<file path="config.mk">
export PLATFORM = sky130hd
export DESIGN_NAME = uart_rx
export DESIGN_NICKNAME = d
export VERILOG_FILES = /design/src/common/link_pkg.sv /design/src/uart/uart_rx.sv
export SDC_FILE = /design/constraint.sdc
export NUM_CORES = 1
export LEC_CHECK = 0
export BUFFER_PORTS_ARGS = -buffer_cell sky130_fd_sc_hd__buf_4
export CORE_MARGIN = 2
export CORE_UTILIZATION = 45
export CTS_BUF_LIST = sky130_fd_sc_hd__clkbuf_8
export DETAILED_ROUTE_END_ITERATION = 8
export HOLD_SLACK_MARGIN = 0.06
export SLEW_MARGIN = 20
export SYNTH_ARGS = -nofsm -noshare
export SYNTH_HDL_FRONTEND = slang
export SYNTH_SLANG_ARGS = --single-unit
</file>
<file path="constraint.sdc">
create_clock -name sys_clk -period 2.54 [get_ports sys_clk]
set_input_delay 0 -clock sys_clk [delete_from_list [all_inputs] [get_ports sys_clk]]
set_output_delay 0 -clock sys_clk [all_outputs]
set_load 0.01 [all_outputs]
</file>
<file path="src/common/link_pkg.sv">
`default_nettype none

package link_pkg;

    // Serial link timing
    localparam int CLK_FREQ     = 50_000_000;   // sys_clk in Hz
    localparam int BIT_RATE     = 3_125_000;    // Host UART baud rate
    localparam int CLKS_PER_BIT = CLK_FREQ / BIT_RATE;

    localparam int BYTE_W = 8;  // UART payload width

    // Host command opcodes in plain ASCII
    localparam logic [BYTE_W-1:0] CMD_WRITE = 8'h57;  // 'W'
    localparam logic [BYTE_W-1:0] CMD_READ  = 8'h52;  // 'R'
    localparam logic [BYTE_W-1:0] CMD_HOLD  = 8'h48;  // 'H'
    localparam logic [BYTE_W-1:0] CMD_GO    = 8'h47;  // 'G'

    // Replies back to the host
    localparam logic [BYTE_W-1:0] RSP_OK  = 8'h4b;    // 'K'
    localparam logic [BYTE_W-1:0] RSP_ERR = 8'h45;    // 'E'

endpackage

`default_nettype wire

</file>
<file path="src/uart/uart_rx.sv">
`timescale 1ns/1ps
`default_nettype none

module uart_rx (
    input  logic                        sys_clk,
    input  logic                        rst_n_i,
    input  logic                        rx_i,
    output logic [link_pkg::BYTE_W-1:0] byte_o,
    output logic                        byte_req_o,
    input  logic                        byte_ack_i
);
    import link_pkg::*;

    typedef enum logic [1:0] {
        RX_IDLE,
        RX_START,
        RX_DATA,
        RX_STOP
    } rx_state_t;

    typedef logic [$clog2(CLKS_PER_BIT)-1:0] clk_cnt_t;
    typedef logic [$clog2(BYTE_W)-1:0]       bit_idx_t;

    rx_state_t         state_q;
    logic              rx_meta_q;
    logic              rx_sync_q;
    clk_cnt_t          clk_cnt_q;
    bit_idx_t          bit_idx_q;
    logic [BYTE_W-1:0] shift_q;
    logic              bit_end;
    logic              load;

    assign bit_end = clk_cnt_q == clk_cnt_t'(CLKS_PER_BIT - 1);
    // Good stop bit and the previous handshake fully closed
    assign load    = state_q == RX_STOP && bit_end && rx_sync_q && !byte_req_o && !byte_ack_i;

    // Two flop synchronizer that idles high
    always_ff @(posedge sys_clk or negedge rst_n_i) begin
        if (!rst_n_i) begin
            rx_meta_q <= 1'b1;
            rx_sync_q <= 1'b1;
        end else begin
            rx_meta_q <= rx_i;
            rx_sync_q <= rx_meta_q;
        end
    end

    always_ff @(posedge sys_clk or negedge rst_n_i) begin
        if (!rst_n_i) begin
            state_q   <= RX_IDLE;
            clk_cnt_q <= '0;
            bit_idx_q <= '0;
        end else begin
            clk_cnt_q <= clk_cnt_q + 1'b1;
            case (state_q)
                RX_IDLE: begin
                    clk_cnt_q <= '0;
                    if (!rx_sync_q) begin
                        state_q <= RX_START;
                    end
                end
                RX_START: begin
                    // Recheck the start bit at its midpoint
                    if (clk_cnt_q == clk_cnt_t'(CLKS_PER_BIT / 2 - 1)) begin
                        clk_cnt_q <= '0;
                        bit_idx_q <= '0;
                        state_q   <= rx_sync_q ? RX_IDLE : RX_DATA;
                    end
                end
                RX_DATA: begin
                    if (bit_end) begin
                        bit_idx_q <= bit_idx_q + 1'b1;
                        if (bit_idx_q == bit_idx_t'(BYTE_W - 1)) begin
                            state_q <= RX_STOP;
                        end
                    end
                end
                default: begin
                    if (bit_end) begin
                        state_q <= RX_IDLE;  // Framing error just drops the byte
                    end
                end
            endcase
        end
    end

    always_ff @(posedge sys_clk) begin
        if (state_q == RX_DATA && bit_end) begin
            shift_q <= {rx_sync_q, shift_q[BYTE_W-1:1]};  // LSB first
        end
        if (load) begin
            byte_o <= shift_q;
        end
    end

    // Four-phase output side where overrun bytes are lost
    always_ff @(posedge sys_clk or negedge rst_n_i) begin
        if (!rst_n_i) begin
            byte_req_o <= 1'b0;
        end else if (load) begin
            byte_req_o <= 1'b1;
        end else if (byte_req_o && byte_ack_i) begin
            byte_req_o <= 1'b0;
        end
    end

endmodule

`default_nettype wire

</file>
# Word level (Yosys, flattened, before mapping)
# Cells that the tools add are included.
# totals
regBits	28
inputBits	4
out_inout_bits	9
word_cells	48
# classes
add_sub_neg	2
eq_ne	10
mux	14
reduce_logical	14
# ops
op	n
two-way mux 2 bit	6
inequality test 2 bit (second input constant)	4
one-hot mux 4 bit (2 select lines)	1
logical AND 1 bit	6
two-way mux 3 bit	2
one-hot mux 2 bit (3 select lines)	1
one-hot mux 3 bit (2 select lines)	1
AND reduction 5 bit	1
adder 4 x 1 -> 4 bit (second input constant)	1
== test 2 bit (second input constant)	2
== test 4 x 3 -> 1 bit (second input constant)	1
== test 4 bit (second input constant)	1
two-way mux 4 bit	1
nonzero test 2 bit	2
adder 3 x 1 -> 3 bit (second input constant)	1
== test 3 bit (second input constant)	1
AND reduction 3 bit	1
nonzero test 3 bit	1
== test 2 x 1 -> 1 bit (second input constant)	1
zero test 1 bit	2
zero test 2 bit	1
two-way mux 1 bit	2

# Logic depth before layout (Yosys ltp)
# logic_depth
word_depth	6
depth_mapped	5
depth_no_buf	5

# Worst setup path after synthesis
# No wires, ideal clock.
# synth_path
kind	register to register
from	register clk_cnt_q[0]
to	register byte_o[0] (netlist bit) (enable)
setup_time_ps	383
arrival_time_ps	1539
t_required_ps	2157
slack_ps	618
stages_incl_launch_ff	5
path_buffers	0
synth_period_minus_slack_ps	1922
cell_sequence	dfrtp_1 -> ha_1 -> and3_2 -> nand4_1 -> nor3_1
# synth_between
elab_chain_cells	5
# synth_rtl
element	line	rtl
from (decl)	uart_rx.sv:27	clk_cnt_t clk_cnt_q;
from (signal assigned)	uart_rx.sv:54	clk_cnt_q <= clk_cnt_q + 1'b1;
== test 4 bit	uart_rx.sv:33	assign bit_end = clk_cnt_q == clk_cnt_t'(CLKS_PER_BIT - 1);
logical AND 1 bit (4 in series)	uart_rx.sv:35	assign load = state_q == RX_STOP && bit_end && rx_sync_q && !byte_req_o && !byte_ack_i;
named net load	uart_rx.sv:31	logic load;
to (signal assigned)	uart_rx.sv:92	byte_o <= shift_q;
to (decl)	uart_rx.sv:8	output logic [link_pkg::BYTE_W-1:0] byte_o,
# The timed path passes the listed nets, and every way through them passes these cells.
# A chain may end at the register's enable or synchronous reset.

# Final worst setup path
# layout_path
from	register clk_cnt_q[0]
to	register byte_o[7] (netlist bit) (enable)
# Same word-level chain as after synthesis.

==> flow_summary.yaml <==
routing:
  drc: 0
  wl_per_cell_um: 13.3
  drtAntennaViolNets: 0
  drt_iter0_markers: 5
  via_count: 572
  wirelength_mm: 1.49
  vias_per_cell: 5.11
  dr.pass1.iters: 3
critical_path:
  criticalPathCategory: "register to register"
  cp_num_buf_inv: 1
  cp_max_fo: 8
  critPathCaptureType: "register"
  start_kind: "register"
  cp_top_family: "simple AND/OR/NAND/NOR gates"
  crit_chain: "ha_1 > and3_2 > nand4_1 > nor3_1 > buf_4"
  cp_num_cells: 5
  worstPathArrival_ps: 1640
  ff2ff_path_depth: 5
  cp_slowest_cell: "dfrtp_1"
  slowest_delay_ps: 370
  r2r_slack_ps: 880
  required_ps: 2520
global_routing:
  busiest_layer: "met2"
  grt_pass1_vias: 564
  use_met1_pct: 15.8
  grt_use_met3_pct: 2.57
  antenna_found_initial: 0
  overflow: 0
  grt_usage_pct: 13.1
  grt_max_degree: 16
  met2_usage_pct: 22.1
  grt_first_pass_wirelength_mm: 2.50
timing:
  fin_crit_sh_pct: 65.4
  worstMarginPinSlew_ps: 382
  slew_headroom_pct: 74.5
  final-max-slew-violation-count: 0
  skew_ps: 3.29
  hold_viol: 0
  period_minus_slack_ps: 1660
  rsz0062_at_grt: "no"
  fmax_ghz: 0.602
  fin_tns_setup_ps: 0
  setup_viol: 0
floorplan:
  rows: 17
  io_pins: 13
  die_h_um: 52.5
  start_util_pct: 47.9
  die_area_mm2: 0.00276
  die_w_um: 52.5
  core_region_area_mm2: 0.00221
place:
  dp_hpwl_mm: 1.08
  io_buffers: 12
  gp_congestion: 0.747
pwr:
  powerDensity_mw_per_mm2: 787
  leakagePower_nw: 0.531
  ir_drop_mv: 0.572
  power_w: 0.000993
cts:
  clockBufferDepth: 2
  cts_tree: "done"
  cts-resized-gates: 0
  clock-root-buffer: "clkbuf_8"
  clkSlewWorstSetupHoldPaths_ps: 80
  postCtsSetupBuffers: 0
  postCtsHoldBufs: 3
  clock_sinks: 28
  htreeDepth: 1
  numCtsBuffers: 3
  insertion_delay_ps: 260
yosys:
  ys_ff_latch: 28
  synth_top_family_by_area: "simple AND/OR/NAND/NOR gates"
  yosys.area_share.simple_pct: 11.7
  avgSynthCellArea_um2: 16.3
  yosysSeqAreaShare_pct: 74.0
  yosysWarnings: 0
  synth_fa_ha_area_share_pct: 3.55
  syn_area_mm2: 0.00106
  ys_types: 29
  synth_mux_area_share_pct: 0
  synth_xor_xnor_area_share_pct: 1.65
  synth_compound_area_share_pct: 7.92
  synth_nets: 72
  synth_cells: 65
final_layout:
  final_layout_size_suffix_gt1_share_pct: 31.0
  area_delta_synth_final_pct: 19.1
  n_antenna_cell: 0
  nets: 92
outcome:
  status: "complete, no violations"
worst_hold_path:
  min_path_type: "input port to async pin"
flow_run:
  maxCapViolCount: 0
## path summary, 6_finish.rpt
kind | from | to
max | clk_cnt_q[0]$_DFF_PN0_ | byte_o[7]$_DFFE_PP_
min | rst_n_i | clk_cnt_q[2]$_DFF_PN0_
max reg2reg | clk_cnt_q[0]$_DFF_PN0_ | byte_o[7]$_DFFE_PP_
min reg2reg | rx_meta_q$_DFF_PN1_ | rx_sync_q$_DFF_PN1_
max in group asynchronous | rst_n_i | rx_sync_q$_DFF_PN1_
min in group sys_clk | rx_meta_q$_DFF_PN1_ | rx_sync_q$_DFF_PN1_
## flip-flops by register name, indices dropped and copies added, names as in the netlist
register    cells
bit_idx_q       3
byte_o          8
byte_req_o      1
clk_cnt_q       4
rx_meta_q       1
rx_sync_q       1
shift_q         8
state_q         2
## routing by layer
metal  routed length (um)  vias to the layer above  part of all wire (%)
li1                     -                      282                     -
met4                   15                        0                   1.0
met2                  790                        9                    53
met1                  639                      279                    43
met5                    0                        -                     0
met3                   44                        2                   3.0
## logic make-up after synthesis
kind of cell             Yosys count
AO/OA/AOI/OAI                     11
XOR/XNOR                           2
adder cells (fa/ha/maj)            3
buffers and inverters              3
flip-flops                        28
AND/OR/NAND/NOR                   18
## power breakdown
| group | switching, W | internal, W | total (W) |
|---|---|---|---|
| clock | 0.000118 | 0.000108 | 0.000226 |
| sequential | 0.0000757 | 0.000528 | 0.000603 |
| combinational | 0.0000676 | 0.0000960 | 0.000164 |
## synthesized netlist by cell type
cell type / instances / area share (%)
nand4_1: 1 / 0.59
dfrtp_1: 10 / 24
inv_2: 1 / 0.35
a21o_1: 2 / 1.4
and3_2: 1 / 0.71
edfxtp_1: 16 / 45
inv_1: 1 / 0.35
nor3_1: 1 / 0.47
nand4b_2: 1 / 1.4
a31oi_1: 1 / 0.59
a2bb2oi_1: 1 / 0.83
nand2_1: 1 / 0.35
o221a_2: 2 / 2.1
nor2_1: 5 / 1.8
a211o_1: 1 / 0.83
nand2b_2: 1 / 0.83
a21oi_1: 3 / 1.4
buf_2: 1 / 0.47
nand2_4: 1 / 1.1
xnor2_1: 1 / 0.83
ha_1: 3 / 3.5
dfstp_2: 2 / 5.0
nand3_1: 1 / 0.47
a211oi_1: 1 / 0.71
and3b_1: 1 / 0.83
nor2b_1: 2 / 1.2
nand3b_1: 1 / 0.71
xor2_1: 1 / 0.83
and4b_4: 1 / 1.3
## layout by cell type, fill, tap and decap left out, drive strengths merged, types with 2 or more instances in the layout
cell	count
a21o	2
a21oi	3
buf	13
clkbuf	3
dfrtp	10
dfstp	2
dlygate4sd3	3
edfxtp	16
ha	3
inv	2
nand2	2
nor2	5
nor2b	2
o221a	2
## area by class of cell
type	instances	area (um^2)
multi-input combinational	34	263
sequential	28	783
fill	189	951
inverter	2	7.51
clock buffer	3	41.3
tap	28	35.0
clock inverter	1	3.75
timing repair buffer	16	128
## per-stage QoR
stage               instances  instance area, um^2  utilization, %  hold WS [ps]  setup slack [ps]
CTS                       112                 1260            57.0           101               884
detailed placement        105                 1190            53.6          -153               896
floorplan                  65                 1060               -          -296               618
global placement          105                 1190            53.6          -154               916
finish                    112                 1260            57.0           105               879
global route              112                 1260            57.0           117               774
(Power assumes the default switching activity.)
