`src/common/link_pkg.sv`:
```
`default_nettype none

package link_pkg;

    // Serial link timing
    localparam int CLK_FREQ     = 50_000_000;   // sys_clk in Hz
    localparam int BIT_RATE     = 3_125_000;    // Host UART baud rate
    localparam int CLKS_PER_BIT = CLK_FREQ / BIT_RATE;

    localparam int BYTE_W = 8;  // UART payload width

    // Host command opcodes in plain ASCII
    localparam logic [BYTE_W-1:0] CMD_WRITE = 8'h57;  // 'W'
    localparam logic [BYTE_W-1:0] CMD_READ  = 8'h52;  // 'R'
    localparam logic [BYTE_W-1:0] CMD_HOLD  = 8'h48;  // 'H'
    localparam logic [BYTE_W-1:0] CMD_GO    = 8'h47;  // 'G'

    // Replies back to the host
    localparam logic [BYTE_W-1:0] RSP_OK  = 8'h4b;    // 'K'
    localparam logic [BYTE_W-1:0] RSP_ERR = 8'h45;    // 'E'

endpackage

`default_nettype wire

```
`src/common/bus_pkg.sv`:
```
`default_nettype none

package bus_pkg;

    // Wishbone-style core bus
    localparam int ADDR_W = 32;  // Byte address
    localparam int DATA_W = 32;
    localparam int STRB_W = DATA_W / 8;

    // Word memory shared by host and core
    localparam int MEM_WORDS  = 1024;
    localparam int WORD_IDX_W = $clog2(MEM_WORDS);
    localparam int IDX_LSB    = 2;  // Word index starts above the byte offset

endpackage

`default_nettype wire

```
`src/design/command_engine.sv`:
```
`timescale 1ns/1ps
`default_nettype none

module command_engine (
    input  logic                          sys_clk,
    input  logic                          rst_n_i,
    input  logic [link_pkg::BYTE_W-1:0]   rx_byte_i,
    input  logic                          rx_req_i,
    output logic                          rx_ack_o,
    output logic [link_pkg::BYTE_W-1:0]   tx_byte_o,
    output logic                          tx_req_o,
    input  logic                          tx_ack_i,
    output logic                          mem_en_o,
    output logic                          mem_we_o,
    output logic [bus_pkg::WORD_IDX_W-1:0] mem_idx_o,
    output logic [bus_pkg::DATA_W-1:0]     mem_wdata_o,
    input  logic [bus_pkg::DATA_W-1:0]     mem_rdata_i,
    output logic                          rst_core_o
);
    import link_pkg::*;
    import bus_pkg::*;

    typedef enum logic [2:0] {
        S_OPCODE,
        S_ADDR,
        S_DATA,
        S_WRITE,
        S_READ,
        S_RDATA,
        S_SEND,
        S_SEND_END
    } state_t;

    state_t            state_q;
    logic [1:0]        byte_cnt_q;   // Address or data byte position
    logic [1:0]        reply_cnt_q;  // Reply bytes left after the current one
    logic              is_write_q;
    logic [ADDR_W-1:0] addr_q;
    logic [DATA_W-1:0] data_q;
    logic [DATA_W-1:0] rdata_q;
    logic              rx_take;

    // Bytes are taken only while collecting a command
    assign rx_take = rx_req_i && !rx_ack_o && (state_q inside {S_OPCODE, S_ADDR, S_DATA});

    assign mem_en_o    = state_q == S_WRITE || state_q == S_READ;
    assign mem_we_o    = state_q == S_WRITE;
    assign mem_idx_o   = addr_q[IDX_LSB +: WORD_IDX_W];
    assign mem_wdata_o = data_q;

    always_ff @(posedge sys_clk or negedge rst_n_i) begin
        if (!rst_n_i) begin
            state_q     <= S_OPCODE;
            byte_cnt_q  <= '0;
            reply_cnt_q <= '0;
            is_write_q  <= 1'b0;
            rx_ack_o    <= 1'b0;
            tx_req_o    <= 1'b0;
            rst_core_o  <= 1'b1;  // Core held until the host says go
        end else begin
            if (rx_take) begin
                rx_ack_o <= 1'b1;
            end else if (rx_ack_o && !rx_req_i) begin
                rx_ack_o <= 1'b0;
            end
            case (state_q)
                S_OPCODE: begin
                    if (rx_take) begin
                        byte_cnt_q  <= '0;
                        reply_cnt_q <= '0;
                        is_write_q  <= rx_byte_i == CMD_WRITE;
                        state_q     <= S_SEND;
                        if (rx_byte_i == CMD_WRITE || rx_byte_i == CMD_READ) begin
                            state_q <= S_ADDR;
                        end
                        if (rx_byte_i == CMD_HOLD) begin
                            rst_core_o <= 1'b1;
                        end
                        if (rx_byte_i == CMD_GO) begin
                            rst_core_o <= 1'b0;
                        end
                    end
                end
                S_ADDR: begin
                    if (rx_take) begin
                        byte_cnt_q <= byte_cnt_q + 1'b1;  // Wraps back to zero for the data
                        if (byte_cnt_q == 2'd3) begin
                            state_q <= is_write_q ? S_DATA : S_READ;
                        end
                    end
                end
                S_DATA: begin
                    if (rx_take) begin
                        byte_cnt_q <= byte_cnt_q + 1'b1;
                        if (byte_cnt_q == 2'd3) begin
                            state_q <= S_WRITE;
                        end
                    end
                end
                S_WRITE: state_q <= S_SEND;
                S_READ:  state_q <= S_RDATA;
                S_RDATA: begin
                    reply_cnt_q <= 2'd3;
                    state_q     <= S_SEND;
                end
                S_SEND: begin
                    if (!tx_req_o && !tx_ack_i) begin
                        tx_req_o <= 1'b1;
                    end else if (tx_req_o && tx_ack_i) begin
                        tx_req_o <= 1'b0;
                        state_q  <= S_SEND_END;
                    end
                end
                default: begin
                    // Wait for the transmitter to close the handshake
                    if (!tx_ack_i) begin
                        reply_cnt_q <= reply_cnt_q - 1'b1;
                        state_q     <= (reply_cnt_q == '0) ? S_OPCODE : S_SEND;
                    end
                end
            endcase
        end
    end

    always_ff @(posedge sys_clk) begin
        if (state_q == S_OPCODE && rx_take) begin
            tx_byte_o <= (rx_byte_i == CMD_HOLD || rx_byte_i == CMD_GO) ? RSP_OK : RSP_ERR;
        end
        if (state_q == S_ADDR && rx_take) begin
            addr_q <= {addr_q[ADDR_W-BYTE_W-1:0], rx_byte_i};  // MSB first
        end
        if (state_q == S_DATA && rx_take) begin
            data_q <= {data_q[DATA_W-BYTE_W-1:0], rx_byte_i};
        end
        if (state_q == S_WRITE) begin
            tx_byte_o <= RSP_OK;
        end
        if (state_q == S_RDATA) begin
            tx_byte_o <= mem_rdata_i[DATA_W-1 -: BYTE_W];
            rdata_q   <= mem_rdata_i << BYTE_W;
        end
        if (state_q == S_SEND_END && !tx_ack_i && reply_cnt_q != '0) begin
            tx_byte_o <= rdata_q[DATA_W-1 -: BYTE_W];
            rdata_q   <= rdata_q << BYTE_W;
        end
    end

endmodule

`default_nettype wire

```
`config.mk`:
```
export PLATFORM = sky130hd
export DESIGN_NAME = command_engine
export DESIGN_NICKNAME = d
export VERILOG_FILES = /design/src/common/link_pkg.sv /design/src/common/bus_pkg.sv /design/src/design/command_engine.sv
export SDC_FILE = /design/constraint.sdc
export NUM_CORES = 1
export LEC_CHECK = 0
export CORE_ASPECT_RATIO = 1.2
export CORE_UTILIZATION = 65
export CTS_CLUSTER_SIZE = 20
export DETAILED_ROUTE_END_ITERATION = 6
export DONT_BUFFER_PORTS = 1
export PLACE_DENSITY_LB_ADDON = 0.2
export RECOVER_POWER = 100
export SLEW_MARGIN = 20
export SYNTH_ARGS = -nofsm -noshare
export SYNTH_HDL_FRONTEND = slang
export SYNTH_SLANG_ARGS = --single-unit
```
`constraint.sdc`:
```
create_clock -name sys_clk -period 6.68 [get_ports sys_clk]
set_input_delay 0.668 -clock sys_clk [delete_from_list [all_inputs] [get_ports sys_clk]]
set_output_delay 0.668 -clock sys_clk [all_outputs]
set_load 0.005 [all_outputs]
```
Yosys cells after proc, flatten, opt, wreduce, memory -nomap -nowiden
Index checks and enable logic that the tools add are counted.
- word-level logic and storage cells: 103
- input bits: 44
- register bits: 87
- $add $sub $neg: 2
- muxes and demuxes: 30
- bitwise logic cells: 1
- equality and inequality tests: 22
- reduce and logical (&&, ||, !) cells: 36
- operators with widths (cell ; count):
    two-way mux 32 bit ; 2
    two-way mux 3 bit ; 11
    == test 8 x 7 -> 1 bit, second input constant ; 4
    two-way mux 8 bit ; 4
    one-hot mux 3 bit (6 select lines) ; 1
    == test 3 bit, second input constant ; 4
    nonzero test 2 bit ; 6
    logical AND 1 bit ; 10
    inequality test 2 bit, second input constant ; 5
    AND reduction 3 bit ; 3
    AND reduction 8 bit ; 1
    inequality test 7 x 2 -> 1 bit, second input constant ; 1
    == test 3 x 2 -> 1 bit, second input constant ; 2
    two-way mux 1 bit ; 6
    two-way mux 2 bit ; 3
    inequality test 2 x 1 -> 1 bit, second input constant ; 3
    one-hot mux 2 bit (3 select lines) ; 1
    OR reduction 5 bit ; 1
    logical NOT 1 bit ; 4
    two-way mux 4 bit ; 1
    one-hot mux 2 bit (2 select lines) ; 1
    AND reduction 2 bit ; 2
    nonzero test 4 bit ; 1
    OR reduction 2 bit ; 2
    10 further kinds ; 12

Depth between registers and ports, before layout
- depth after elaboration: 8
- mapped depth: 6
- depth with buffers taken out: 6

Worst setup path after synthesis
Ideal clock, no wire load.
- path type: input-to-reg
- start point: input port rx_req_i
- end point: register data_q[0], in the netlist mem_wdata_o[0], enable pin
- required time: 6219 ps
- cell stages on the path: 2
- path slack: 3224 ps
- arrival time: 2994 ps
- path through: nand2b_1 -> nor3_1
- word-level cells in the longest chain between the ends: 3
- RTL lines (element ; RTL line ; source):
    start, declared ; command_engine.sv:8 ; input logic rx_req_i,
    logical AND 1 bit (2 in a row) ; command_engine.sv:44 ; assign rx_take = rx_req_i && !rx_ack_o && (state_q inside {S_OPCODE, S_ADDR, S_DATA});
    logical AND 1 bit ; command_engine.sv:132 ; if (state_q == S_DATA && rx_take) begin
    end signal, assigned ; command_engine.sv:133 ; data_q <= {data_q[DATA_W-BYTE_W-1:0], rx_byte_i};
    end, declared ; command_engine.sv:39 ; logic [DATA_W-1:0] data_q;
Every way passes these cells.
A chain may end at the register's enable or synchronous reset.

Worst setup path after layout
- start point: register state_q[2]
- end point: register tx_byte_o[2] (netlist name) (data pin)
- word-level cells in the longest chain between the ends: 4
- elaborated cells on any way between the ends: 8
- those cells by class: eq/ne (3); mux (3); reduce/logical (2)
- RTL lines (element ; RTL line ; source):
    start, declared ; command_engine.sv:34 ; state_t state_q;
    start signal, assigned ; command_engine.sv:88 ; state_q <= is_write_q ? S_DATA : S_READ;
    start signal, assigned ; command_engine.sv:118 ; state_q <= (reply_cnt_q == '0) ? S_OPCODE : S_SEND;
    == test 3 x 2 -> 1 bit / == test 3 bit (equally long branches) ; command_engine.sv:135, command_engine.sv:142 ;
    two-way mux 8 bit / logical AND 1 bit (equally long branches) ; command_engine.sv:135, command_engine.sv:142 ;
    two-way mux 8 bit / logical AND 1 bit (equally long branches) ; command_engine.sv:138, command_engine.sv:142 ;
    two-way mux 8 bit * ; command_engine.sv:142 ; if (state_q == S_SEND_END && !tx_ack_i && reply_cnt_q != '0) begin
    end signal, assigned ; command_engine.sv:127 ; tx_byte_o <= (rx_byte_i == CMD_HOLD || rx_byte_i == CMD_GO) ? RSP_OK : RSP_ERR;
    end signal, assigned ; command_engine.sv:139 ; tx_byte_o <= mem_rdata_i[DATA_W-1 -: BYTE_W];
    end signal, assigned ; command_engine.sv:143 ; tx_byte_o <= rdata_q[DATA_W-1 -: BYTE_W];
    end, declared ; command_engine.sv:10 ; output logic [link_pkg::BYTE_W-1:0] tx_byte_o,
Every way passes the cells marked *; elsewhere a longest branch is shown, timed or not.

==> metrics.md <==
| Metric | Value |
|---|---|
| Status | complete, but fails checks |
| Failing checks | capacitance limit, slew limit |
| RSZ-0062 raised after global routing | false |
| Cells after synthesis | 262 |
| CTS root buf | clkbuf_8 |
| Switch share | 32.5% |
| Critical Path Sink Type | register |
| Row count | 29 |
| Area growth, synth to finish | 3.32% |
| P_sw | 495 µW |
| Synth Cell Area | 3620 µm² |
| Gate power share | 23.0% |
| Clock sinks | 87 |
| Final core utilization | 70.1% |
| MaxCap Viol Count | 2 |
| Fill cells | 352 |
| Final Cycle Share | 43.7% |
| Die X-Extent | 70.1 µm |
| Largest stage delay on the critical path | 1.54 ns |
| Slew @ Worst Pin | 2.00 ns |
| Post-synth EDFFs | 76 |
| Internal Pwr Total | 1030 µW |
| GRT overflow | 0 |
| Fin worst setup slack | 3.76 ns |
| Worst-path cell chain | nand3_1 > nor3_1 > a22oi_1 > nand2_1 |
| H-tree Lvls | 3 |
| Overall routed net length | 6.13 mm |
| Vias per Instance | 6.10 |
| Worst vdd ir | 0.000265 V |
| Min cycle time layout | 2.92 ns |
| Max frequency | 342 MHz |
| Number of global-route vias before repair | 1954 |
| Final Wtd Congestion | 0.876 |
| Clk buf depth | 2 |
| All-Layer GR Usage | 22.6% |
| Clk Latency, worst-skew pair | 0.36 ns |
| P per Cell Area | 408 nW/µm² |
| R2r setup slk | 3.76 ns |
| Reg power frac | 54.1% |
| Post-route ant nets | 0 |
| Worst setup SP type | register |
| Worst min path class | in2async |
| I/O Buffers | 0 |
| Final worst clock skew | 0.00963 ns |
| Crit path buffers/inverters | 0 |
| Register area share after synthesis | 70.7% |
| TritonCTS buffer count | 9 |
| Die height | 83.8 µm |
| Hpwl dp | 4.33 mm |
| Synth warn | 0 |
| Critical-path maximum fanout | 20 |
| DRC errors left | 0 |
| 1st-iter DRT viols | 121 |
| Yosys cell types | 48 |
| CTS tree | done |
| Syn_nets | 310 |
| Fin cells | 322 |
| Layout cell share with drive strength beyond 1 | 8.46% |
| Placed Instances | 305 |
| Critical Path AT | 3.14 ns |
| First-pass GRT wire length | 9.71 mm |
| Endpoints failing setup | 0 |
| Nets | 303 |
| WL per Instance | 19.0 µm |
| Core area | 5330 µm² |
| Pre-CTS setup slack | 4.15 ns |
| Diodes inserted | 0 |
| Final setup TNS | 0 ns |
| Clock share of power | 22.9% |
| Die area | 5870 µm² |
| Final Max Tran Viols | 54 |
| Crit Path Category | reg2reg |
| Worst endpoint required time | 6.90 ns |
| Initial antenna violation count | 0 |
| Starting Density | 67.9% |
| LEAKAGE | 0.00136 µW |
| Cell family with most CP delay | simple AND/OR/NAND/NOR gates |
| Syn avg cell area | 13.8 µm² |
| Most used DFF post-synth | edfxtp_1 |
| CTS clock-pin slew for the worst setup and hold paths | 0.10 ns |
| Critical-path top delay cell | nor3_1 |
| Vias post-DR | 1963 |
| Largest net degree at the start of global routing | 33 |
| Post-CTS Setup Repair Bufs | 0 |
| Asr flop ratio synth | 12.6% |
| Initial DRT Pass Iterations | 4 |
| Flops & latches, synth | 87 |
| Rel. slew slack | -34.2% |
| Ports | 99 |
| Final hold vios | 0 |
## power by group through the flow
stage | registers (µW) | logic, µW | clock network (µW)
floorplan | 799 | 342 | 0
global placement | 832 | 358 | 0
detailed placement | 839 | 368 | 0
CTS | 826 | 371 | 355
global route | 839 | 402 | 376
finish | 826 | 350 | 349
## worst register-to-register path, cell delays in order (launching register included)
cell and delay [ns]:
dfrtp_1 0.66, nand3_1 0.20, nor3_1 1.54, a22oi_1 0.27, nand2_1 0.13
## Yosys cell counts, types with 2 or more instances
master,number,area [µm²]
edfxtp_1,76,2280
nand2_1,61,229
buf_4,13,97.6
dfrtp_1,10,250
and2_1,8,50.1
o21ai_0,8,40.0
inv_1,7,26.3
a22o_1,5,43.8
nand3_1,5,25.0
buf_2,4,20.0
ha_1,4,50.1
nand2b_1,4,25.0
nor2_1,4,15.0
nor2b_1,4,25.0
and3_1,3,18.8
nor3_1,3,15.0
a211oi_1,2,15.0
a21boi_0,2,15.0
a21oi_1,2,10.0
a22oi_1,2,15.0
buf_6,2,22.5
mux2_2,2,22.5
nand3_2,2,20.0
nor3b_1,2,15.0
nor4b_1,2,17.5
o221a_1,2,22.5
o22a_1,2,17.5
## layout make-up
type,instances,area [µm²],share of cell area (%)
Clock buffer,9,124,3.31
Clock inverter,7,75.1,2.01
Inverter,7,26.3,0.702
Multi-Input combinational cell,148,866,23.1
Sequential cell,87,2560,68.4
Tap cell,62,77.6,2.07
Timing Repair Buffer,2,13.8,0.368
## cell families after synthesis
group	count (synthesis)	synth area share, %
xor+xnor	1	0.242
compound gates	35	7.64
mux	3	1.04
simple gates	105	14.3
flops	87	70.7
buf+inv	27	4.70
fa+ha+maj	4	1.38
## stage by stage
stage	instance area [µm²]	hold slack [ns]	power, µW
after floorplan	3620	0.372	1140
after global placement	3570	0.373	1190
after detailed placement	3570	0.373	1210
after CTS	3780	0.122	1550
after global routing	3740	0.112	1620
final	3740	0.139	1530
## cells in the final DEF (no fill, tap or decap), types with 3 or more instances in the layout
master,Yosys,routed
edfxtp_1,76,76
nand2_1,61,61
dfrtp_1,10,10
clkbuf_8,0,9
o21ai_0,8,8
inv_1,7,7
and2_0,0,7
nand3_1,5,6
a22o_1,5,5
nor2b_1,4,4
nand2b_1,4,4
nor2_1,4,4
ha_1,4,4
nor3_1,3,3
and3_1,3,3
inv_8,0,3
## registers in the layout, indices dropped and copies added, names as in the netlist
register,flops
mem_wdata_o,32
rdata_q,24
addr_q,12
tx_byte_o,8
state_q,3
byte_cnt_q,2
reply_cnt_q,2
is_write_q,1
rst_core_o,1
rx_ack_o,1
tx_req_o,1
## layer usage
metal / part of all wire [%] / vias up / track usage (%)
met5: 0 / - / 0
met4: 2.9 / 0 / 12.5
met3: 5.7 / 15 / 6.04
met2: 53 / 84 / 36.2
met1: 39 / 936 / 28.0
li1: - / 928 / -
## repair_timing
item | in CTS | in global routing
hold endpoints to repair | 10 | 0
resized for setup | 0 | 0
hold buffers | 1 | 0
endpoints found under the setup margin | 0 | 0
## worst paths after layout
path / startpoint / to / depth (start not counted)
worst max-delay path: state_q[2] / tx_byte_o[2] / 4
worst min-delay path: rst_n_i / rst_core_o / 0
worst max register to register: state_q[2] / tx_byte_o[2] / 4
worst min register to register: addr_q[0] / addr_q[8] / 0
max in group asynchronous: rst_n_i / is_write_q / 1
min in group sys_clk: rx_byte_i[5] / addr_q[5] / 0
Power figures use the tool's default switching activity.
