==> src/common/link_pkg.sv <==
`default_nettype none

package link_pkg;

    // Serial link timing
    localparam int CLK_FREQ     = 50_000_000;   // sys_clk in Hz
    localparam int BIT_RATE     = 3_125_000;    // Host UART baud rate
    localparam int CLKS_PER_BIT = CLK_FREQ / BIT_RATE;

    localparam int BYTE_W = 8;  // UART payload width

    // Host command opcodes in plain ASCII
    localparam logic [BYTE_W-1:0] CMD_WRITE = 8'h57;  // 'W'
    localparam logic [BYTE_W-1:0] CMD_READ  = 8'h52;  // 'R'
    localparam logic [BYTE_W-1:0] CMD_HOLD  = 8'h48;  // 'H'
    localparam logic [BYTE_W-1:0] CMD_GO    = 8'h47;  // 'G'

    // Replies back to the host
    localparam logic [BYTE_W-1:0] RSP_OK  = 8'h4b;    // 'K'
    localparam logic [BYTE_W-1:0] RSP_ERR = 8'h45;    // 'E'

endpackage

`default_nettype wire

==> src/uart/uart_tx.sv <==
`timescale 1ns/1ps
`default_nettype none

module uart_tx (
    input  logic                        sys_clk,
    input  logic                        rst_n_i,
    input  logic [link_pkg::BYTE_W-1:0] byte_i,
    input  logic                        byte_req_i,
    output logic                        byte_ack_o,
    output logic                        tx_o
);
    import link_pkg::*;

    typedef logic [$clog2(CLKS_PER_BIT)-1:0] clk_cnt_t;
    typedef logic [$clog2(BYTE_W + 2)-1:0]   frame_cnt_t;

    logic            busy_q;
    clk_cnt_t        clk_cnt_q;
    frame_cnt_t      bits_left_q;  // Bits still to follow the one on the line
    logic [BYTE_W:0] shift_q;      // Data bits then the stop bit
    logic            bit_end;
    logic            load;

    assign bit_end = clk_cnt_q == clk_cnt_t'(CLKS_PER_BIT - 1);
    assign load    = !busy_q && byte_req_i && !byte_ack_o;

    always_ff @(posedge sys_clk or negedge rst_n_i) begin
        if (!rst_n_i) begin
            busy_q      <= 1'b0;
            clk_cnt_q   <= '0;
            bits_left_q <= '0;
            tx_o        <= 1'b1;
            byte_ack_o  <= 1'b0;
        end else if (load) begin
            busy_q      <= 1'b1;
            clk_cnt_q   <= '0;
            bits_left_q <= frame_cnt_t'(BYTE_W + 1);
            tx_o        <= 1'b0;  // Start bit
            byte_ack_o  <= 1'b1;
        end else begin
            if (byte_ack_o && !byte_req_i) begin
                byte_ack_o <= 1'b0;
            end
            if (busy_q) begin
                clk_cnt_q <= clk_cnt_q + 1'b1;
                if (bit_end) begin
                    clk_cnt_q <= '0;
                    if (bits_left_q == '0) begin
                        busy_q <= 1'b0;  // End of stop bit
                        tx_o   <= 1'b1;
                    end else begin
                        tx_o        <= shift_q[0];
                        bits_left_q <= bits_left_q - 1'b1;
                    end
                end
            end
        end
    end

    always_ff @(posedge sys_clk) begin
        if (load) begin
            shift_q <= {1'b1, byte_i};
        end else if (busy_q && bit_end) begin
            shift_q <= {1'b1, shift_q[BYTE_W:1]};
        end
    end

endmodule

`default_nettype wire

==> config.mk <==
export PLATFORM = sky130hd
export DESIGN_NAME = uart_tx
export DESIGN_NICKNAME = d
export VERILOG_FILES = /design/src/common/link_pkg.sv /design/src/uart/uart_tx.sv
export SDC_FILE = /design/constraint.sdc
export NUM_CORES = 1
export LEC_CHECK = 0
export ABC_AREA = 1
export BUFFER_PORTS_ARGS = -buffer_cell sky130_fd_sc_hd__buf_4
export CAP_MARGIN = 10
export CELL_PAD_IN_SITES_DETAIL_PLACEMENT = 2
export CELL_PAD_IN_SITES_GLOBAL_PLACEMENT = 2
export CORE_ASPECT_RATIO = 2
export CORE_MARGIN = 4
export CORE_UTILIZATION = 35
export CTS_CLUSTER_DIAMETER = 50
export DETAILED_ROUTE_END_ITERATION = 6
export PLACE_DENSITY = 0.76
export SYNTH_ARGS = -nofsm -noshare
export SYNTH_HDL_FRONTEND = slang
export SYNTH_SLANG_ARGS = --single-unit
==> constraint.sdc <==
create_clock -name sys_clk -period 3 [get_ports sys_clk]
set_input_delay 0.15 -clock sys_clk [delete_from_list [all_inputs] [get_ports sys_clk]]
set_output_delay 0.15 -clock sys_clk [all_outputs]
set_load 0.05 [all_outputs]
# --- After elaboration in Yosys (flattened, before gate mapping) ---
# Index checks and enable logic that the tools add are counted.
word_totals:
  reg_bits: 19
  input_bits: 11
  out_inout_bits: 2
  elab_cells: 43
classes:
  n_addsub: 2
  eq_ne: 2
  n_mux: 19
  n_reduce_logical: 14
ops:
  columns: ["op", "count"]
  rows:
  - ["$mux 4", 7]
  - ["$mux 8", 2]
  - ["$mux 1", 10]
  - ["$reduce_bool 2->1", 4]
  - ["$add 4x1->4 const B", 1]
  - ["$eq 4x4->1 const B", 1]
  - ["$logic_and 1x1->1", 4]
  - ["$logic_not 4->1", 1]
  - ["$sub 4x1->4 const B", 1]
  - ["$logic_not 1->1", 3]
  - ["$reduce_and 3->1", 1]
  - ["$ne 2x2->1 const B", 1]
  - ["$reduce_and 2->1", 1]

# --- Longest topological paths before layout ---
# Gate-level depths: netlist of run 1.
depth:
  ltp_word: 5
  depth_mapped: 7
  ltp_nobuf: 7

# --- Least setup slack after synthesis of run 1 ---
# Ideal clock, no wire load.
synth_timing:
  kind: "flip-flop to flip-flop"
  start: "register byte_ack_o"
  end: "register shift_q[0] (enable)"
  setup_ps: 324
  arrival_time_ps: 1197
  required_ps: 2676
  setup_slack_ps: 1479
  path_stages_with_launch: 6
  path_buffers: 0
  period_less_slack_ps: 1521
  path_cell_list: "dfrtp_1 > inv_1 > nand3_4 > inv_6 > nor2_4 > inv_1"
synth_between:
  elab_chain_len: 3
synth_rtl:
  columns: ["item", "line_no", "rtl"]
  rows:
  - ["from (decl)", "uart_tx.sv:9", "output logic byte_ack_o,"]
  - ["from (signal assigned)", "uart_tx.sv:33", "byte_ack_o <= 1'b0;"]
  - ["from (signal assigned)", "uart_tx.sv:39", "byte_ack_o <= 1'b1;"]
  - ["from (signal assigned)", "uart_tx.sv:42", "byte_ack_o <= 1'b0;"]
  - ["$logic_not 1->1", "uart_tx.sv:25", "assign load = !busy_q && byte_req_i && !byte_ack_o;"]
  - ["$logic_and 1x1->1", "uart_tx.sv:25", null]
  - ["$reduce_bool 2->1 (no source line)", null, null]
  - ["to (signal assigned)", "uart_tx.sv:62", "shift_q <= {1'b1, byte_i};"]
  - ["to (signal assigned)", "uart_tx.sv:64", "shift_q <= {1'b1, shift_q[BYTE_W:1]};"]
  - ["to (decl)", "uart_tx.sv:20", "logic [BYTE_W:0] shift_q;"]
# No other way between the ends.
# A chain may end at the register's enable or synchronous reset.

# --- Worst setup path in the final report of run 1 ---
layout_timing:
  start: "register clk_cnt_q[0]"
  end: "register shift_q[7] (enable)"
layout_between:
  elab_chain_len: 3
layout_rtl:
  columns: ["item", "line_no", "rtl"]
  rows:
  - ["from (decl)", "uart_tx.sv:18", "clk_cnt_t clk_cnt_q;"]
  - ["from (signal assigned)", "uart_tx.sv:45", "clk_cnt_q <= clk_cnt_q + 1'b1;"]
  - ["$eq 4x4->1", "uart_tx.sv:24", "assign bit_end = clk_cnt_q == clk_cnt_t'(CLKS_PER_BIT - 1);"]
  - ["$logic_and 1x1->1", "uart_tx.sv:63", "end else if (busy_q && bit_end) begin"]
  - ["$reduce_bool 2->1 (no source line)", null, null]
# No other way between the ends.

==> results of run 1 <==
[power by group through the flow]
| stage | Clock (mW) | Combinational, mW | Sequential [mW] |
|---|---|---|---|
| 2_1_floorplan | 0 | 0.281 | 0.468 |
| 3_3_place_gp | 0 | 0.401 | 0.450 |
| 3_5_place_dp | 0 | 0.428 | 0.455 |
| 4_1_cts | 0.185 | 0.432 | 0.452 |
| 5_1_grt | 0.193 | 0.486 | 0.462 |
| 6_report | 0.176 | 0.419 | 0.450 |
[layout make-up]
type                            count  share of cell area
Timing Repair Buffer               13              0.0891
Multi-Input combinational cell     73               0.342
Inverter                           10              0.0379
Tap cell                           28              0.0312
Sequential cell                    19               0.460
Clock buffer                        4              0.0401
[per-stage QoR]
step                hold slack [ps]  power, mW  setup slack [ps]  utilization
finish                          154       1.05              1370        0.437
detailed placement            -5.47      0.883              1360        0.416
CTS                             149       1.07              1340        0.437
floorplan                      -146      0.749              1480            -
global route                    159       1.14              1240        0.437
global placement              -4.27      0.851              1430        0.416
[flip-flops by register name, summed over array words and instances (netlist names)]
name / cells
shift_q: 8
bits_left_q: 4
clk_cnt_q: 4
busy_q: 1
byte_ack_o: 1
tx_o: 1
[worst max path at each step]
stage / from / endpoint / depth (start not counted)
after floorplan: byte_ack_o / shift_q[0] / 5
after global placement: busy_q / shift_q[0] / 5
after detailed placement: clk_cnt_q[0] / shift_q[0] / 5
after CTS: clk_cnt_q[0] / shift_q[7] / 5
after global routing: busy_q / shift_q[7] / 5
final: clk_cnt_q[0] / shift_q[7] / 5
[repair_timing]
item,in CTS,in global routing
hold endpoints to repair,11,0
setup endpoints to repair,0,0
buffers inserted,0,0
hold buffers,1,0
[routing by layer]
layer / vias up / GRT usage / part of all wire
met3: 5 / 0.0132 / 0.024
met2: 11 / 0.313 / 0.64
met1: 372 / 0.140 / 0.32
met4: 0 / 0.0616 / 0.018
met5: - / 0 / 0
li1: 359 / - / -
[placed cells by master, fill, tap and decap left out, drive strengths merged]
master       count
o21ai            4
dfstp            1
buf             12
or2              2
edfxtp           8
a21oi            2
ha               3
inv             10
xnor2            1
clkbuf           4
a21boi           1
dlygate4sd3      1
nor2             6
nand2           43
dfrtp           10
nand3           10
nand4            1
[worst max-delay path: stages (launching register included)]
cell and delay, ps:
dfrtp_1 410, ha_1 220, nand3_1 150, nor2_4 230
nor2_4 50, inv_1 250
[kinds of logic (layout without fill, tap and decap cells)]
family          after synthesis  after routing  share of synthesized area
flops                        19             19                      0.541
buf+inv                      11             27                     0.0564
simple gates                 62             62                      0.307
compound gates                7              7                     0.0472
xor+xnor                      1              1                    0.00918
fa+ha+maj                     3              3                     0.0393
==> results.json, run 1 <==
{
  "status": "finished clean",
  "dp_cells": 142,
  "area_delta_synth_final_pct": 17.7,
  "core.rowCount": 26,
  "arrival_ps": 1560,
  "worst-setup-path-type": "reg -> reg",
  "avgSynthCellArea_um2": 9.27,
  "fin_crit_ps": 1630,
  "syn-instance-count": 103,
  "worstPathRequired_ps": 2930,
  "r2r_cells": 5,
  "synth_cell_types": 23,
  "setup_tns_ps": 0,
  "ys_top_cells_by_area": "dfrtp_1, edfxtp_1, nand2_1",
  "grt_use_total": 0.152,
  "p_sw_frac": 0.408,
  "gr-total-overflow": 0,
  "reg2reg_to": "shift_q[7]",
  "layout.nets": 134,
  "finalSetupViolations": 0,
  "p_int_uw": 619,
  "grt_max_degree": 18,
  "p_comb_frac": 0.401,
  "hold-path-endpoint": "shift_q[7]",
  "critPathCaptureType": "flip-flop",
  "place.gp.congestion": 0.720,
  "cts-root-buf": "clkbuf_8",
  "routed_wl_mm": 2.28,
  "synth_most_common_cell": "nand2_1",
  "drive_gt1_frac": 0.235,
  "antenna_cells": 0,
  "p_clk_frac": 0.169,
  "grt_pass1_vias": 886,
  "relSlewSlack": 0.789,
  "fin_crit_sh": 0.544,
  "synth.yosys.seq_area_share": 0.541,
  "clock_sinks": 19,
  "io-pin-count": 13,
  "worstHoldStart": "byte_i[7]",
  "drt_iter0_drc": 12,
  "core_area_mm2": 0.00257,
  "peakVddDrop_v": 0.000410,
  "clock_skew_ps": 2.77,
  "vias": 747,
  "synth_area_um2": 955,
  "clockBufferDepth": 2,
  "multi_input_area_um2": 384,
  "rsz0062_at_grt": "false",
  "p_sw_uw": 427,
  "fin_cells": 147,
  "cp_max_fo": 8,
  "worstReg2RegStart": "clk_cnt_q[0]",
  "hold_depth": 2,
  "drv_cap": 0,
  "insertion_delay_ps": 250,
  "drc_errors": 0,
  "drtPass1Iterations": 2,
  "syn_nets": 117,
  "slew_violations": 0,
  "ant_nets": 0,
  "finalHoldViolations": 0,
  "powerDensity_mw_per_mm2": 930,
  "yosys-top-cells-count": "nand2_1, dfrtp_1, nand3_1, edfxtp_1, inv_1",
  "grt_pass1_wl_mm": 4.02,
  "power_leakage_nw": 0.544,
  "cts_tree": "yes",
  "path_clk_slew_ps": 70,
  "synth-main-ff-cell": "dfrtp_1",
  "fmax_ghz": 0.613,
  "yosys_warnings": 0,
  "io_buffers": 12,
  "wire_per_inst_um": 15.5,
  "initial_core_util": 0.371,
  "seqPwrFrac": 0.431,
  "dieArea_mm2": 0.00368,
  "post_dp_cell_area_mm2": 0.00107,
  "yosys.area.top_type": "dfrtp_1",
  "via_per_inst": 5.08,
  "design_area_mm2": 0.00112,
  "regArea_um2": 517,
  "die_h_um": 81.9,
  "die_width_um": 44.9,
  "num-fill-cells": 301,
  "async_reset_ff_frac": 0.579,
  "tightest_slew_ps": 317,
  "cts_resized": 0,
  "cts_buffers": 3,
  "yosysTopAreaCellShare": 0.262,
  "ys_ff_latch": 19,
  "hp-class": "in -> reg",
  "synth-edff-count": 8,
  "antenna_found_initial": 0,
  "place_hpwl_mm": 1.82,
  "r2r_slack_ps": 1370,
  "cts_htree_levels": 1,
  "critPathLaunchType": "flip-flop"
}
No activity file was read; power rests on OpenSTA's default activity.
==> inputs of run 2 (changes only) <==
--- a/config.mk
+++ b/config.mk
@@ -5,17 +5,17 @@
 export SDC_FILE = /design/constraint.sdc
 export NUM_CORES = 1
 export LEC_CHECK = 0
-export ABC_AREA = 1
+export ABC_AREA = 0
 export BUFFER_PORTS_ARGS = -buffer_cell sky130_fd_sc_hd__buf_4
 export CAP_MARGIN = 10
 export CELL_PAD_IN_SITES_DETAIL_PLACEMENT = 2
 export CELL_PAD_IN_SITES_GLOBAL_PLACEMENT = 2
 export CORE_ASPECT_RATIO = 2
 export CORE_MARGIN = 4
-export CORE_UTILIZATION = 35
+export CORE_UTILIZATION = 31
 export CTS_CLUSTER_DIAMETER = 50
 export DETAILED_ROUTE_END_ITERATION = 6
-export PLACE_DENSITY = 0.76
+export PLACE_DENSITY = 0.69
 export SYNTH_ARGS = -nofsm -noshare
 export SYNTH_HDL_FRONTEND = slang
 export SYNTH_SLANG_ARGS = --single-unit
==> constraint.sdc (replaced) <==
create_clock -name sys_clk -period 1.5 [get_ports sys_clk]
set_input_delay 0.075 -clock sys_clk [delete_from_list [all_inputs] [get_ports sys_clk]]
set_output_delay 0.075 -clock sys_clk [all_outputs]
set_load 0.05 [all_outputs]
==> run 2 against run 1 <==
- routed wire length down 3.9%
- fmax up 19%
- sequential cell count unchanged
- first-iteration DRC count down 25%
- cell area up 4.9%
- global-route usage down 1.6 points
- die area up 7.1%
- synthesized cell count down 16%
- total power up 78%
- highest routed layer unchanged
==> results.json, run 2 <==
{
  "antenna_cells": 0,
  "p_int_mw": 1.23,
  "dp_cells": 135,
  "reg2reg_to": "bits_left_q[3]",
  "core_area_mm2": 0.00280,
  "met2_length_mm": 1.29,
  "drive_gt1_frac": 0.342,
  "core.rowCount": 27,
  "relSlewSlack": 0.739,
  "fin_crit_sh": 0.918,
  "routed_wl_mm": 2.19,
  "place_hpwl_mm": 1.71,
  "via_per_inst": 5.10,
  "grt_pass1_wl_mm": 3.85,
  "io_buffers": 12,
  "yosys_warnings": 0,
  "slew_violations": 0,
  "worst-setup-path-type": "reg -> reg",
  "area_delta_synth_final_pct": 28.7,
  "clock_sinks": 19,
  "worstReg2RegStart": "bits_left_q[2]",
  "setup_slack_ps": 123,
  "dr.max_layer_used": "met4",
  "wl_met1_um": 771,
  "tightest_slew_ps": 392,
  "p_clk_frac": 0.194,
  "vias": 714,
  "peakVddDrop_v": 0.000595,
  "synth.yosys.seq_area_share": 0.564,
  "wire_per_inst_um": 15.7,
  "antenna_found_initial": 0,
  "syn-instance-count": 87,
  "avgSynthCellArea_um2": 10.5,
  "path_clk_slew_ps": 70,
  "hold_depth": 2,
  "initial_core_util": 0.327,
  "grt_pass1_vias": 840,
  "die_width_um": 46.4,
  "cp_max_fo": 4,
  "num-fill-cells": 334,
  "fin_crit_ps": 1380,
  "ys_top_cells_by_area": "dfrtp_1, edfxtp_1, nand2_1",
  "clockBufferDepth": 2,
  "clock_skew_ps": 1.39,
  "post_dp_cell_area_mm2": 0.00110,
  "powerDensity_mw_per_mm2": 1580,
  "cts_buffers": 3,
  "fmax_ghz": 0.726,
  "fin_cells": 140,
  "mostFrequentLayoutCells": "nand2_1, buf_4, dfrtp_1",
  "critPathLaunchType": "flip-flop",
  "top_register": "shift_q",
  "grt_use_total": 0.136,
  "critPathCaptureType": "flip-flop",
  "io-pin-count": 13,
  "r2r_slack_ps": 120,
  "cts_tree": "yes",
  "largest_registers": "shift_q x8, bits_left_q x4, clk_cnt_q x4",
  "synth_cell_types": 31,
  "synth-edff-count": 8,
  "dieArea_mm2": 0.00394,
  "syn_nets": 101,
  "power_leakage_nw": 0.527,
  "worstPathRequired_ps": 1690,
  "layout.cells.most_common": "nand2_1",
  "p_comb_frac": 0.361,
  "layout.nets": 126,
  "drc_errors": 0,
  "met3_length_um": 70,
  "multi_input_area_um2": 395,
  "die_h_um": 84.9,
  "setup_tns_ps": 0,
  "hp-class": "in -> reg",
  "largest_reg_flops": 8,
  "p_sw_uw": 633,
  "design_area_mm2": 0.00118,
  "regArea_um2": 518,
  "cts_htree_levels": 1,
  "seqPwrFrac": 0.446,
  "synth_most_common_cell": "nand2_1",
  "synth-main-ff-cell": "dfrtp_1",
  "grt_max_degree": 13,
  "p_sw_frac": 0.340,
  "drv_cap": 0,
  "insertion_delay_ps": 260,
  "drt_iter0_drc": 9,
  "hold-path-endpoint": "shift_q[7]",
  "finalHoldViolations": 0,
  "yosys-top-cells-count": "nand2_1, dfrtp_1, edfxtp_1",
  "r2r_cells": 3,
  "rsz0062_at_grt": "false",
  "ys_ff_latch": 19,
  "status": "finished clean",
  "yosysTopAreaCellShare": 0.273,
  "cts-root-buf": "clkbuf_8",
  "finalSetupViolations": 0,
  "arrival_ps": 1570,
  "ant_nets": 0,
  "pre_cts_slack_ps": 16.7,
  "place.gp.congestion": 0.672,
  "yosys.area.top_type": "dfrtp_1",
  "async_reset_ff_frac": 0.579,
  "worstHoldStart": "byte_i[7]",
  "drtPass1Iterations": 2,
  "gr-total-overflow": 0,
  "synth_area_um2": 916
}
[run 2: what timing repair did]
action                     4_1_cts  5_1_grt
hold endpoints to repair        11        0
setup endpoints to repair        1       19
resized for setup                1        4
pin swaps                        0        0
hold buffers                     1        0
setup buffers                    0        0
[run 2: worst max-delay path, stage by stage, from the launching register on]
cell	delay (ps)
dfrtp_1	440
or3_1	370
or4_1	410
nand3_1	100
[run 2: cells by family after synthesis]
logic type | count (synthesis) | share of synthesized area
multiplexers | 3 | 0.0342
flip-flops | 19 | 0.564
XOR/XNOR | 1 | 0.00956
buffers and inverters | 6 | 0.0328
AND/OR/NAND/NOR | 44 | 0.239
AO/OA/AOI/OAI | 11 | 0.0792
adder cells (fa/ha/maj) | 3 | 0.0410
[run 2: layout make-up]
class / instances / area share
Tap cell: 29 / 0.0308
Sequential cell: 19 / 0.439
Clock buffer: 3 / 0.0350
Clock inverter: 1 / 0.00425
Inverter: 4 / 0.0127
Multi-Input combinational cell: 62 / 0.335
Timing Repair Buffer: 22 / 0.142
[run 2: stage by stage]
stage	hold WS [ps]	util	total power, mW
after global placement	-80.9	0.394	1.46
after detailed placement	-81.0	0.394	1.50
after global routing	84.0	0.420	2.02
final	75.1	0.420	1.86
after CTS	72.8	0.416	1.88
after floorplan	-221	-	1.23
[run 2: worst max path at each step]
stage	slack, ps	cells after the start	from	endpoint
finish	120	3	bits_left_q[2]	bits_left_q[3]
global placement	60	2	byte_ack_o	shift_q[5]
floorplan	5	3	byte_ack_o	shift_q[0]
global route	30	5	clk_cnt_q[0]	bits_left_q[2]
detailed placement	20	5	clk_cnt_q[0]	bits_left_q[2]
CTS	10	2	busy_q	shift_q[2]
[run 2: power by group through the flow]
| stage | logic [mW] | registers, mW | clock network (mW) |
|---|---|---|---|
| CTS | 0.676 | 0.828 | 0.373 |
| global route | 0.773 | 0.853 | 0.392 |
| floorplan | 0.365 | 0.866 | 0 |
| finish | 0.670 | 0.829 | 0.360 |
| global placement | 0.633 | 0.828 | 0 |
| detailed placement | 0.665 | 0.835 | 0 |
[run 2: routing by layer]
layer,vias to the layer above,global-route usage
li1,347,-
met2,11,0.239
met3,4,0.0255
met5,-,0
met1,352,0.142
met4,0,0.0699
==> inputs of run 3 (changes only) <==
--- a/config.mk
+++ b/config.mk
@@ -16,6 +16,7 @@
 export CTS_CLUSTER_DIAMETER = 50
 export DETAILED_ROUTE_END_ITERATION = 6
 export PLACE_DENSITY = 0.69
+export RECOVER_POWER = 25
 export SYNTH_ARGS = -nofsm -noshare
 export SYNTH_HDL_FRONTEND = slang
 export SYNTH_SLANG_ARGS = --single-unit
==> run 3 against run 2 <==
- hold slack stayed put
- sequential cell count is the same
- routed wire length hardly changed
- cell count is the same
- non-clock buffer count stayed put
- global-route usage stayed put
- first-iteration DRC count unchanged
- largest cell class unchanged
- highest routed layer unchanged
==> results.json, run 3 (same netlist as run 2, synthesis figures left out) <==
{
  "via_per_inst": 5.10,
  "core_area_mm2": 0.00280,
  "drive_gt1_frac": 0.333,
  "clock_skew_ps": 1.39,
  "hp-class": "in -> reg",
  "path_clk_slew_ps": 70,
  "wire_per_inst_um": 15.7,
  "cts_buffers": 3,
  "mostFrequentLayoutCells": "nand2_1, buf_4, dfrtp_1",
  "fin_util": 0.419,
  "worst-setup-path-type": "reg -> reg",
  "grt_max_degree": 13,
  "worstPathRequired_ps": 1690,
  "finalSetupViolations": 0,
  "core.rowCount": 27,
  "peakVddDrop_v": 0.000595,
  "finalHoldViolations": 0,
  "p_comb_frac": 0.360,
  "layout.nets": 126,
  "relSlewSlack": 0.594,
  "die_width_um": 46.4,
  "grt_pass1_wl_mm": 3.85,
  "arrival_ps": 1570,
  "fin_crit_sh": 0.918,
  "place.gp.congestion": 0.672,
  "antenna_cells": 0,
  "finalPower_mw": 1.86,
  "setup_slack_ps": 123,
  "largest_reg_flops": 8,
  "ant_nets": 0,
  "drv_cap": 0,
  "status": "finished clean",
  "pre_cts_slack_ps": 16.7,
  "cp_max_fo": 4,
  "io_buffers": 12,
  "critPathCaptureType": "flip-flop",
  "drt_iter0_drc": 9,
  "powerDensity_mw_per_mm2": 1580,
  "dieArea_mm2": 0.00394,
  "p_clk_frac": 0.194,
  "p_sw_frac": 0.340,
  "cts-root-buf": "clkbuf_8",
  "area_delta_synth_final_pct": 28.3,
  "grt_pass1_vias": 840,
  "r2r_slack_ps": 120,
  "antenna_found_initial": 0,
  "power_leakage_nw": 0.523,
  "tightest_slew_ps": 609,
  "cts_htree_levels": 1,
  "initial_core_util": 0.327,
  "setup_tns_ps": 0,
  "clockBufferDepth": 2,
  "io-pin-count": 13,
  "drtPass1Iterations": 2,
  "place_hpwl_mm": 1.71,
  "vias": 714,
  "p_sw_uw": 632,
  "fmax_ghz": 0.726,
  "grt_use_total": 0.136,
  "routed_wl_mm": 2.19,
  "rsz0062_at_grt": "false",
  "gr-total-overflow": 0,
  "cts_tree": "yes",
  "largest_registers": "shift_q x8, bits_left_q x4, clk_cnt_q x4",
  "critPathLaunchType": "flip-flop",
  "p_int_mw": 1.22,
  "post-cts-setup-buffers": 0,
  "layout.cells.most_common": "nand2_1",
  "fin_crit_ps": 1380,
  "die_h_um": 84.9,
  "top_register": "shift_q",
  "clock_sinks": 19,
  "seqPwrFrac": 0.446,
  "drc_errors": 0,
  "slew_violations": 0,
  "insertion_delay_ps": 260
}
## run 3: cell types whose count changed in the layout (fill, tap and decap cells not counted), sizes merged
cell    change
clkbuf      +1
buf         -1
## run 3: layout make-up
class,count,area (um2)
Clock inverter,1,5.00
Sequential cell,19,518
Clock buffer,3,41.3
Inverter,4,15.0
Fill cell,333,1630
Multi-Input combinational cell,62,395
Timing Repair Buffer,22,164
Tap cell,29,36.3
## run 3: path summary, 6_finish.rpt
check	start	end	cells after the start
hold / removal	byte_i[7]	shift_q[7]	2
setup / recovery	bits_left_q[2]	bits_left_q[3]	3
setup reg to reg	bits_left_q[2]	bits_left_q[3]	3
hold reg to reg	bits_left_q[0]	bits_left_q[0]	1
max in group asynchronous	rst_n_i	byte_ack_o	2
min in group asynchronous	rst_n_i	clk_cnt_q[0]	2
## run 3: worst max-delay path, stage by stage (launching register included)
cell     delay, ps
dfrtp_1        440
or3_1          370
or4_1          410
nand3_1        100
## run 3: power by group through the flow
stage / registers, mW / logic (mW) / clock network (mW)
after detailed placement: 0.835 / 0.665 / 0
after floorplan: 0.866 / 0.365 / 0
final: 0.828 / 0.669 / 0.360
after CTS: 0.828 / 0.676 / 0.373
after global placement: 0.828 / 0.633 / 0
after global routing: 0.853 / 0.772 / 0.392
## run 3: timing repair
item                                   in CTS  in global routing
gates resized for setup                     1                  4
hold buffers                                1                  0
setup endpoints to repair                   1                 19
endpoints found under the hold margin      11                  0
## run 3: metrics by stage
step,hold WS [ps],instance area [um2],instances
final,75.1,1170,140
after CTS,72.8,1170,140
after detailed placement,-81.0,1100,135
after global routing,84.0,1170,140
after floorplan,-221,925,87
after global placement,-80.9,1100,135
## run 3: layer usage
layer	wire [um]	vias up	global-route usage
li1	-	347	-
met1	770	352	0.142
met2	1290	11	0.239
met3	70	4	0.0255
met4	57	0	0.0699
met5	0	-	0
